### src/verilog/procPkg.sv
// Shared widths and memory depths for the proc core
// Opcode and ALU operation encodings
// Instruction word formats and the decoding union
`default_nettype none

package procPkg;

   localparam int dataWidth    = 16;
   localparam int regAddrWidth = 3;
   localparam int imemDepth    = 256;
   localparam int dmemDepth    = 256;
   localparam int memAddrWidth = 8;

   typedef enum logic [4:0] {
      opHalt = 5'b00000,
      opNop  = 5'b00001,
      opJ    = 5'b00100,
      opAddi = 5'b01000,
      opBeqz = 5'b01100,
      opBnez = 5'b01101,
      opSt   = 5'b10000,
      opLd   = 5'b10001,
      opLbi  = 5'b11000,
      opAlu  = 5'b11011   // ADD, SUB, AND chosen by func
   } opcodeT;

   // Also the func field encoding of the register-register group
   typedef enum logic [1:0] {
      aluAdd   = 2'b00,
      aluSub   = 2'b01,
      aluAnd   = 2'b10,
      aluPassB = 2'b11
   } aluOpT;

   typedef struct packed {
      opcodeT                  opcode;
      logic [regAddrWidth-1:0] rs;
      logic [regAddrWidth-1:0] rt;
      logic [regAddrWidth-1:0] rd;
      logic [1:0]              func;
   } rTypeT;

   typedef struct packed {
      opcodeT                  opcode;
      logic [regAddrWidth-1:0] rs;
      logic [regAddrWidth-1:0] rd;
      logic [4:0]              imm;
   } iTypeT;

   // Branches and LBI take rs from disp[10:8] and an 8-bit field below it
   typedef struct packed {
      opcodeT      opcode;
      logic [10:0] disp;
   } jTypeT;

   typedef union packed {
      rTypeT rType;
      iTypeT iType;
      jTypeT jType;
   } instrWordT;

endpackage

`default_nettype wire

### src/verilog/stageIf.sv
// Pipeline latch interfaces
// dxIf decode to execute, xmIf execute to memory, mwIf memory to writeback
`timescale 1ns/1ps
`default_nettype none

interface dxIf import procPkg::*; ();
   logic                    valid;
   logic [dataWidth-1:0]    pcInc;
   logic [dataWidth-1:0]    aData;
   logic [dataWidth-1:0]    bData;
   logic [dataWidth-1:0]    imm;
   aluOpT                   aluOp;
   logic                    useImm;
   logic                    memRead;
   logic                    memWrite;
   logic                    regWrite;
   logic [regAddrWidth-1:0] writeReg;
   logic                    isBranch;
   logic                    branchOnZero;
   logic                    isJump;
   logic                    isHalt;

   modport dxSrc (output valid, pcInc, aData, bData, imm, aluOp, useImm, memRead,
                  memWrite, regWrite, writeReg, isBranch, branchOnZero, isJump, isHalt);
   modport dxDst (input valid, pcInc, aData, bData, imm, aluOp, useImm, memRead,
                  memWrite, regWrite, writeReg, isBranch, branchOnZero, isJump, isHalt);
endinterface

interface xmIf import procPkg::*; ();
   logic                    valid;
   logic [dataWidth-1:0]    aluOut;
   logic [dataWidth-1:0]    storeData;
   logic                    memRead;
   logic                    memWrite;
   logic                    regWrite;
   logic [regAddrWidth-1:0] writeReg;
   logic                    isHalt;

   modport xmSrc (output valid, aluOut, storeData, memRead, memWrite, regWrite,
                  writeReg, isHalt);
   modport xmDst (input valid, aluOut, storeData, memRead, memWrite, regWrite,
                  writeReg, isHalt);
endinterface


`default_nettype wire
### src/verilog/execute.sv
// Execute stage: ALU, branch and jump resolution,
// and the execute-to-memory latch
`timescale 1ns/1ps
`default_nettype none

module execute import procPkg::*; (
   input  logic                 clk,
   input  logic                 rstN,
   dxIf.dxDst                   dx,
   xmIf.xmSrc                   xm,
   output logic                 redirect,
   output logic [dataWidth-1:0] redirectPc
);

   logic [dataWidth-1:0] aluB;
   logic [dataWidth-1:0] aluOut;
   logic                 aZero;
   logic                 branchTaken;

   assign aluB = dx.useImm ? dx.imm : dx.bData;

   always_comb begin
      case (dx.aluOp)
         aluAdd:  aluOut = dx.aData + aluB;
         aluSub:  aluOut = dx.aData - aluB;
         aluAnd:  aluOut = dx.aData & aluB;
         default: aluOut = aluB;   // LBI
      endcase
   end

   // BEQZ takes on zero, BNEZ on nonzero
   assign aZero       = (dx.aData == '0);
   assign branchTaken = dx.isBranch && (aZero == dx.branchOnZero);
   assign redirect    = dx.valid && (dx.isJump || branchTaken);
   assign redirectPc  = dx.pcInc + dx.imm;

   always_ff @(posedge clk) begin
      if (!rstN)
         xm.valid <= 1'b0;
      else
         xm.valid <= dx.valid;
   end

   always_ff @(posedge clk) begin
      xm.aluOut    <= aluOut;
      xm.storeData <= dx.bData;
      xm.memRead   <= dx.memRead;
      xm.memWrite  <= dx.memWrite;
      xm.regWrite  <= dx.regWrite;
      xm.writeReg  <= dx.writeReg;
      xm.isHalt    <= dx.isHalt;
   end

endmodule

`default_nettype wire

### src/flat_wrapper.sv
// flat-port wrapper written by rule: the top's interface ports become plain ports
module execute_flat import procPkg::*;
  (clk, rstN, redirect, redirectPc, dx_valid, dx_pcInc, dx_aData, dx_bData, dx_imm, dx_aluOp, dx_useImm, dx_memRead, dx_memWrite, dx_regWrite, dx_writeReg, dx_isBranch, dx_branchOnZero, dx_isJump, dx_isHalt, xm_valid, xm_aluOut, xm_storeData, xm_memRead, xm_memWrite, xm_regWrite, xm_writeReg, xm_isHalt);
  dxIf dx_i ();
  xmIf xm_i ();
  input  logic clk;
  input  logic rstN;
  output logic redirect;
  output logic [dataWidth-1:0] redirectPc;
  input wire logic [$bits(dx_i.valid)-1:0] dx_valid;
  input wire logic [$bits(dx_i.pcInc)-1:0] dx_pcInc;
  input wire logic [$bits(dx_i.aData)-1:0] dx_aData;
  input wire logic [$bits(dx_i.bData)-1:0] dx_bData;
  input wire logic [$bits(dx_i.imm)-1:0] dx_imm;
  input wire logic [$bits(dx_i.aluOp)-1:0] dx_aluOp;
  input wire logic [$bits(dx_i.useImm)-1:0] dx_useImm;
  input wire logic [$bits(dx_i.memRead)-1:0] dx_memRead;
  input wire logic [$bits(dx_i.memWrite)-1:0] dx_memWrite;
  input wire logic [$bits(dx_i.regWrite)-1:0] dx_regWrite;
  input wire logic [$bits(dx_i.writeReg)-1:0] dx_writeReg;
  input wire logic [$bits(dx_i.isBranch)-1:0] dx_isBranch;
  input wire logic [$bits(dx_i.branchOnZero)-1:0] dx_branchOnZero;
  input wire logic [$bits(dx_i.isJump)-1:0] dx_isJump;
  input wire logic [$bits(dx_i.isHalt)-1:0] dx_isHalt;
  output wire logic [$bits(xm_i.valid)-1:0] xm_valid;
  output wire logic [$bits(xm_i.aluOut)-1:0] xm_aluOut;
  output wire logic [$bits(xm_i.storeData)-1:0] xm_storeData;
  output wire logic [$bits(xm_i.memRead)-1:0] xm_memRead;
  output wire logic [$bits(xm_i.memWrite)-1:0] xm_memWrite;
  output wire logic [$bits(xm_i.regWrite)-1:0] xm_regWrite;
  output wire logic [$bits(xm_i.writeReg)-1:0] xm_writeReg;
  output wire logic [$bits(xm_i.isHalt)-1:0] xm_isHalt;
  assign dx_i.valid = dx_valid;
  assign dx_i.pcInc = dx_pcInc;
  assign dx_i.aData = dx_aData;
  assign dx_i.bData = dx_bData;
  assign dx_i.imm = dx_imm;
  assign dx_i.aluOp = dx_aluOp;
  assign dx_i.useImm = dx_useImm;
  assign dx_i.memRead = dx_memRead;
  assign dx_i.memWrite = dx_memWrite;
  assign dx_i.regWrite = dx_regWrite;
  assign dx_i.writeReg = dx_writeReg;
  assign dx_i.isBranch = dx_isBranch;
  assign dx_i.branchOnZero = dx_branchOnZero;
  assign dx_i.isJump = dx_isJump;
  assign dx_i.isHalt = dx_isHalt;
  assign xm_valid = xm_i.valid;
  assign xm_aluOut = xm_i.aluOut;
  assign xm_storeData = xm_i.storeData;
  assign xm_memRead = xm_i.memRead;
  assign xm_memWrite = xm_i.memWrite;
  assign xm_regWrite = xm_i.regWrite;
  assign xm_writeReg = xm_i.writeReg;
  assign xm_isHalt = xm_i.isHalt;
  execute u_core (.clk(clk), .rstN(rstN), .dx(dx_i), .xm(xm_i), .redirect(redirect), .redirectPc(redirectPc));
endmodule
### config.mk
export PLATFORM = sky130hd
export DESIGN_NAME = execute_flat
export DESIGN_NICKNAME = d
export VERILOG_FILES = /design/src/verilog/procPkg.sv /design/src/verilog/stageIf.sv /design/src/verilog/execute.sv /design/src/flat_wrapper.sv
export SDC_FILE = /design/constraint.sdc
export NUM_CORES = 1
export LEC_CHECK = 0
export BUFFER_PORTS_ARGS = -buffer_cell sky130_fd_sc_hd__buf_2
export CORE_MARGIN = 1
export CORE_UTILIZATION = 49
export DETAILED_ROUTE_END_ITERATION = 6
export PLACE_DENSITY = 0.81
export SLEW_MARGIN = 20
export SYNTH_ARGS = -nofsm -noshare
export SYNTH_HDL_FRONTEND = slang
export SYNTH_SLANG_ARGS = --single-unit
### constraint.sdc
create_clock -name clk -period 4.6 [get_ports clk]
set_input_delay 0.92 -clock clk [delete_from_list [all_inputs] [get_ports clk]]
set_output_delay 0.92 -clock clk [all_outputs]
set_load 0.02 [all_outputs]
==> results by stage, run 1 <==
Routing:
- The first routing iteration left 302 violations.
- The mean number of vias per cell is between 5 and 6.
- The routed length per instance is 15.2 um.
- The final routed DRC violation total is 11.
- The total via count after detailed routing is 3526.
- The count of TritonRoute iterations in the first routing pass is 7.
- Wires add up to about 9200 um.
- The count of nets left with antenna violations once routing finished came out at 0.

Critical path:
- The kind of start point of the critical path is an input pin.
- The most critical setup path has its endpoint at redirectPc[13].
- The endpoint kind of the worst setup timing path is an output port.
- The first element of the critical path is dx_imm[7].
- The required time of the worst setup path is 3.68 ns.
- The largest fanout on the critical path is 7.
- The critical path class is in2out.
- The arrival time at the worst endpoint is 3.04 ns.

Synthesis:
- The proportion of synthesized chip area in sequential cells is 24.1%.
- Summed over its instances, the top area cell type makes up 24.1% of the synthesized netlist area.
- In this run the mean area of a mapped cell was 8.32 um^2.
- The distinct cell type count after synthesis is slightly above 60.
- Counting flops and latches in the post-synthesis netlist gives 40.
- The dominant cell type by area after synthesis is dfxtp_1.
- In the post-synthesis netlist, the biggest area contributors are dfxtp_1 (24%), ha_1 (12%), xnor2_1 (6.3%).
- Of all flip-flops after synthesis, the portion carrying an async set or reset was 0%.
- After technology mapping, the gate count stands at 399.
- The warning count from the yosys run is 0.
- The synthesized netlist occupies a cell area of approximately 3300 um^2.
- For this run, the leading register cell type out of synthesis is dfxtp_1.
- The number of synthesized flops with an enable pin is 0.
- When the netlist entered floorplanning its net count stood at 513.

Place:
- Input and output buffers added on the ports amount to 136.
- The final weighted congestion of routability-driven global placement is 0.926.
- The wire-length estimate of the detail-placed layout is 7530 um.

Power and ir drop:
- For this design the ratio of total power to cell area is ~310 nW/um^2.
- The part of the power in the clock network is 22.5%.
- The internal portion of the total power is 791 uW.
- Summed over all cells, the static leakage comes to approximately 0.0020 uW.
- The net switching component of the power is 509 uW.
- The switching power as a share of total power is around two fifths.
- The total power is between 1000 and 1500 uW.
- Of the total power, combinational logic draws 46.9%.
- The part of the power in registers is 30.5%.
- Across the VDD grid, the largest voltage drop is 0.000201 V.

Timing:
- Headroom to the max-slew limit came out at 60.7%.
- The transition time at the pin with the least slew margin is 0.575 ns.
- The post-route clock period utilization is a little under nine tenths.
- The max-slew violation count is 0.
- The sum of negative setup slack is 0 ns.
- The minimum clock period after layout is 3.96 ns.
- Setup violations remaining at the end of the flow were counted as 0.
- Setup repair after global routing left no endpoint under its margin.
- The final hold violation count came to 0.
- The highest clock rate is 0.253 GHz.

Outcome:
- The flow ran to the end, but the final reports show violations.
- The checks that failed: design-rule violations.

Layout:
- Counting the fill cells in the layout gives between 500 and 600.
- Cells with a size suffix above 1 make up 30.7% of the layout.
- From synthesis to final layout, the design area changed by 24.5%.
- The final net count is around 640.
- In the layout the commonest cells are buf_2 (136), nor2_1 (44), dfxtp_1 (40), ha_1 (32), o21ai_0 (28).
- The count of inserted antenna diode cells is 0.
- The most common cell after layout, fill and taps aside is buf_2.

CTS:
- The number of buffers added to fix hold violations after cts is 0.
- The number of clock buffers added by TritonCTS is 5.
- The tree is rooted in a clkbuf_8.
- Clock-pin slew was measured on the worst setup and hold paths at 0.08 ns.
- The number of gates resized after CTS was 0.
- In this run the post-CTS setup repair buffer count came out at 0.
- The clock net in this run drives a total of 40 sinks.
- The buffer depth of the longest clock path is 2.
- The clock tree from TritonCTS is done.
- The level count of the clock H-tree is 2.

Flow run:
- Max-cap violations in this run came to 0.

Global route:
- The number of global-route vias before repair is 3361.
- The first-pass GRT wire length is about 15000 um.
- The overall overflow remaining after global route is 0.
- The number of antenna violations at the first check in global routing is 0.
- The pin count of the biggest net entering global routing is 33.
- The overall fraction of global-route tracks in use is about a quarter.

Die:
- The floorplan has 29 rows.
- The core region area is about 6500 um^2.
- The initial standard-cell utilization of the core is 51.4%.
- The die is 84.3 um tall.
- In this run the count of I/O pins placed on the die edge is 137.
- The floorplan die area is roughly 7000 um^2.
- Measured along the x axis, the die boundary spans 84.3 um.

Worst hold path:
- The worst hold path class is in2reg.
==> layer usage <==
| metal | up-vias | GRT usage, % | routed length, um |
|---|---|---|---|
| met5 | - | 0 | 0 |
| met4 | 0 | 8.78 | 176 |
| met3 | 19 | 5.31 | 808 |
| met2 | 188 | 45.2 | 4310 |
| met1 | 1602 | 32.5 | 3930 |
| li1 | 1717 | - | - |
==> synth_stat cells, types with 2 or more instances <==
cell type	number
a21oi_1	25
o221ai_1	2
and2_1	2
nor2b_1	6
mux2i_1	14
a31oi_1	4
nor2_1	44
o32ai_1	2
mux2_2	3
o211ai_1	7
nand2b_1	4
o21bai_1	3
nor3_1	16
o31ai_1	4
xor2_1	13
buf_6	5
nand4_1	4
o21a_1	7
xnor2_1	24
dfxtp_1	40
nor3b_1	2
o21ai_0	28
a21o_1	7
a2111oi_0	2
nand2_1	26
ha_1	32
nor4_1	7
or3_1	2
a211oi_1	3
nand3_1	4
inv_1	14
o21ai_1	5
fa_1	2
clkbuf_1	8
and3_1	2
==> power by group through the flow <==
stage | sequential (uW) | clock (uW) | combinational [uW]
detailed placement | 406 | 0 | 602
finish | 397 | 293 | 611
floorplan | 463 | 0 | 363
global placement | 405 | 0 | 588
global route | 401 | 316 | 665
CTS | 398 | 301 | 606
==> registers in the layout (all words and copies together) (netlist names) <==
signal	count
u_core.xm.writeReg	3
u_core.xm.aluOut	16
u_core.xm.storeData	16
u_core.xm.isHalt	1
u_core.xm.regWrite	1
u_core.xm.memWrite	1
u_core.xm.valid	1
u_core.xm.memRead	1
==> final cells by class <==
cell class | count | area [um^2] | share of cell area, %
well taps | 77 | 96.3 | 2.33
clock buffers | 5 | 68.8 | 1.67
clock inverters | 3 | 42.5 | 1.03
repair buffers | 138 | 696 | 16.8
multi-input cells | 331 | 2370 | 57.5
flip-flops and latches | 40 | 801 | 19.4
inverters | 14 | 52.6 | 1.27
==> worst max-delay path, cell delays in order <==
cell and delay, ns:
buf_2 0.12, ha_1 0.39, and4_4 0.23, and3_4 0.17
a32oi_2 0.24, o2bb2ai_2 0.18, or4b_1 0.47, o211ai_1 0.12
buf_2 0.19
==> worst min-delay path by stage <==
stage                 from            endpoint  slack, ns  cells after the start
2_1_floorplan    dx_isHalt    u_core.xm.isHalt       0.95                      0
4_1_cts        dx_regWrite  u_core.xm.regWrite       0.71                      1
3_3_place_gp   dx_regWrite  u_core.xm.regWrite       1.02                      1
6_report       dx_regWrite  u_core.xm.regWrite       0.72                      1
5_1_grt        dx_memWrite  u_core.xm.memWrite       0.70                      1
3_5_place_dp   dx_regWrite  u_core.xm.regWrite       1.02                      1
==> cell families (layout without fill, tap and decap cells) <==
| logic type | after synthesis | after routing | synth area share [%] |
|---|---|---|---|
| mux | 19 | 19 | 6.26 |
| buf+inv | 28 | 160 | 4.33 |
| flops | 40 | 40 | 24.1 |
| compound gates | 111 | 111 | 22.1 |
| simple gates | 130 | 130 | 20.2 |
| fa+ha+maj | 34 | 34 | 13.3 |
| xor+xnor | 37 | 37 | 9.76 |
==> per-stage QoR <==
step	cell area, um^2	std cells	setup WS [ns]	hold WS, ns	utilization, %
detailed placement	4020	600	0.652	1.02	62.2
global placement	4020	600	0.737	1.02	62.2
finish	4130	608	0.642	0.722	64.0
CTS	4130	608	0.647	0.712	64.0
global route	4130	608	0.575	0.701	64.0
floorplan	3320	399	0.861	0.948	-
Note: power is estimated with default switching activity, not from simulation.
==> run 2, diff against run 1 <==
--- a/config.mk
+++ b/config.mk
@@ -6,11 +6,11 @@
 export NUM_CORES = 1
 export LEC_CHECK = 0
 export BUFFER_PORTS_ARGS = -buffer_cell sky130_fd_sc_hd__buf_2
+export CORE_ASPECT_RATIO = 0.7
 export CORE_MARGIN = 1
 export CORE_UTILIZATION = 49
 export DETAILED_ROUTE_END_ITERATION = 6
 export PLACE_DENSITY = 0.81
-export SLEW_MARGIN = 20
 export SYNTH_ARGS = -nofsm -noshare
 export SYNTH_HDL_FRONTEND = slang
 export SYNTH_SLANG_ARGS = --single-unit
==> run 2 against run 1 <==
The flow now finishes without violations. Critical path depth unchanged. Core utilization increased by 0.72 points. Maximum frequency is 1.3% lower. Power rose by 0.48%. Global-route usage is 0.74 points higher. Die area hardly changed. Sequential cell count is the same. Hold slack got worse by 0.0086 ns. Clock power is essentially flat. Non-clock buffer count down 1. Wire length is 3.3% higher. First-iteration DRC count decreased by 30%. Largest cell class unchanged.
==> results by stage, run 2 (synthesized netlist as in run 1, its figures left out) <==
Outcome:
- The run finished with clean final reports.

Timing:
- The worst max-slew margin expressed relative to the limit is a little over three fifths.
- Setup repair after global routing left no endpoint under its margin.
- The final hold violation count is 0.
- The worst path uses 87.2% of the clock period.
- The routed design could run at a clock period as short as around 4 ns.
- After routing, the total negative slack on setup checks comes to 0 ns.
- The final setup slack of the worst path is 0.590 ns.
- The final setup violation count is 0.
- For this run, the top clock speed supported by timing is 0.249 GHz.
- For the pin with the worst max-slew slack, the measured transition is 0.562 ns.
- The max-slew violation count is 0.

Layout:
- The repair_antennas step left the layout with diodes totalling 0.
- In the final layout, the registers with the most flip-flops are u_core.xm.aluOut (16), u_core.xm.storeData (16), u_core.xm.writeReg (3).
- The most common cell after layout, fill and taps aside is buf_2.
- In the final layout, the multi-input gates occupy 2370 um^2.
- In the final design database the tool counted 643 nets.
- In the final layout, flip-flops and latches occupy 801 um^2.
- At the end of the flow the core is filled with cells to around two thirds.
- The top cell types in the final layout, fill and taps aside, are buf_2 (136), nor2_1 (44), dfxtp_1 (40), ha_1 (32), o21ai_0 (28).
- The area added between synthesis and finish is 24.7%.
- Fill cells in the final layout number 579.
- Cells with a size suffix above 1 make up between 30% and 40% of the layout.

Place:
- The final weighted congestion of routability-driven global placement is just over 0.9.
- The post-placement worst setup slack is between 0.6 and 0.7 ns.
- The final HPWL from detailed placement is 7610 um.
- The count of buffers added on input and output ports is 136.

Critical path:
- The kind of start point of the critical path is an input pin.
- The required time of the worst setup path is 3.68 ns.
- The endpoint kind of the worst setup timing path is an output port.
- Data arrives at the worst endpoint at ~3 ns.
- The largest fanout on the critical path is 7.
- The critical path class is in2out.

Routing:
- The first detailed-routing pass took 5 iterations.
- The count of nets left with antenna violations once routing finished came out at 0.
- The detailed router used layers up to and including met4.
- In the routed layout, each cell is associated on average with a via count of 5.64.
- For this block, the routed nets add up to between 9000 and 10000 um of wire.
- The total via count after detailed routing is 3503.
- The wire length on met3 is 727 um.
- The final routed DRC violation total is 0.
- After the first detailed-routing iteration, the DRC count stood at roughly 210.
- Wire segments on met2 add up to around 4200 um in the final route.
- The routed length per instance is 15.4 um.
- For this block, wires on met1 add up to 4380 um.

CTS:
- The buffer depth of the longest clock path is 2.
- The number of buffers added to fix hold violations after cts is 0.
- The number of sinks driven by the clock tree is 40.
- The number of gates resized after CTS was 0.
- Buffers added to address setup during post-CTS repair amount to 0.
- Clock-pin slew was measured on the worst setup and hold paths at approximately 0.080 ns.
- The level count of the clock H-tree is 2.
- Clock tree synthesis selected as its root buffer the cell clkbuf_8.
- The clock tree from TritonCTS is done.
- Buffers inserted during clock tree synthesis total 5.

Die:
- The initial standard-cell utilization of the core is between 50% and 60%.
- The top-level port count is approximately 140.
- The die is just over 70 um tall.
- The chip width is 100 um.
- The cell row count is 24.
- The core region area is ~6400 um^2.
- The floorplan die area is 7110 um^2.

Worst hold path:
- The instance count along the most critical hold path is 1.
- The worst hold path class is in2reg.

Power and ir drop:
- VDD sags by at most 0.000146 V.
- Power spread over the standard cell area amounts to 316 nW/um^2.
- For this design the static power due to leakage is 0.00197 uW.

Global route:
- The number of antenna violations at the first check in global routing came to 0.
- The pin count of the biggest net entering global routing is 35.
- The number of global-route vias before repair is 3308.
- The first global-routing pass estimated 15300 um of wire.
- Summed over all layers, the global routing overflow is 0.
- Global routing used between 20% and 30% of the available tracks across all layers.

Flow run:
- Max-cap violations in this run came to 0.
[run 2: cell types whose count changed in the layout (fill, tap and decap cells not counted)]
cell | before | now
buf_4 | 2 | 1
clkbuf_1 | 0 | 1
clkinvlp_4 | 1 | 0
[run 2: per-stage QoR]
stage          total power [uW]  std cells  hold slack, ns  cell area (um^2)
2_1_floorplan               826        399           0.948              3320
3_3_place_gp                991        613            1.02              4030
3_5_place_dp               1010        613            1.02              4030
4_1_cts                    1300        621           0.712              4140
5_1_grt                    1380        621           0.702              4140
6_report                   1310        621           0.713              4140
[run 2: layer usage]
layer | GRT usage, % | vias to the layer above
met5 | 0 | -
met4 | 8.05 | 0
met3 | 5.34 | 26
met2 | 44.4 | 177
met1 | 35.6 | 1585
li1 | - | 1715
[run 2: worst max-delay path: stages]
cell and delay, ns:
buf_2 0.12, ha_1 0.40, and4_4 0.25, and3_4 0.18, a32oi_2 0.28, o2bb2ai_2 0.18
or4b_1 0.46, o211ai_1 0.11, buf_2 0.19
[run 2: worst paths after layout]
path / to / from
setup / recovery: redirectPc[13] / dx_imm[7]
hold / removal: u_core.xm.memRead / dx_memRead
[run 2: layout make-up]
cell class / count / area share [%]
clock buffers: 6 / 1.75
inverters: 14 / 1.27
well taps: 91 / 2.75
clock inverters: 2 / 0.847
repair buffers: 137 / 16.6
flip-flops and latches: 40 / 19.4
multi-input cells: 331 / 57.4
[run 2: where the power goes]
part / switching [uW] / internal, uW / leakage, uW
Combinational: 373 / 241 / 0.00157
Sequential: 9.72 / 389 / 0.000337
Clock: 133 / 161 / 0.0000552
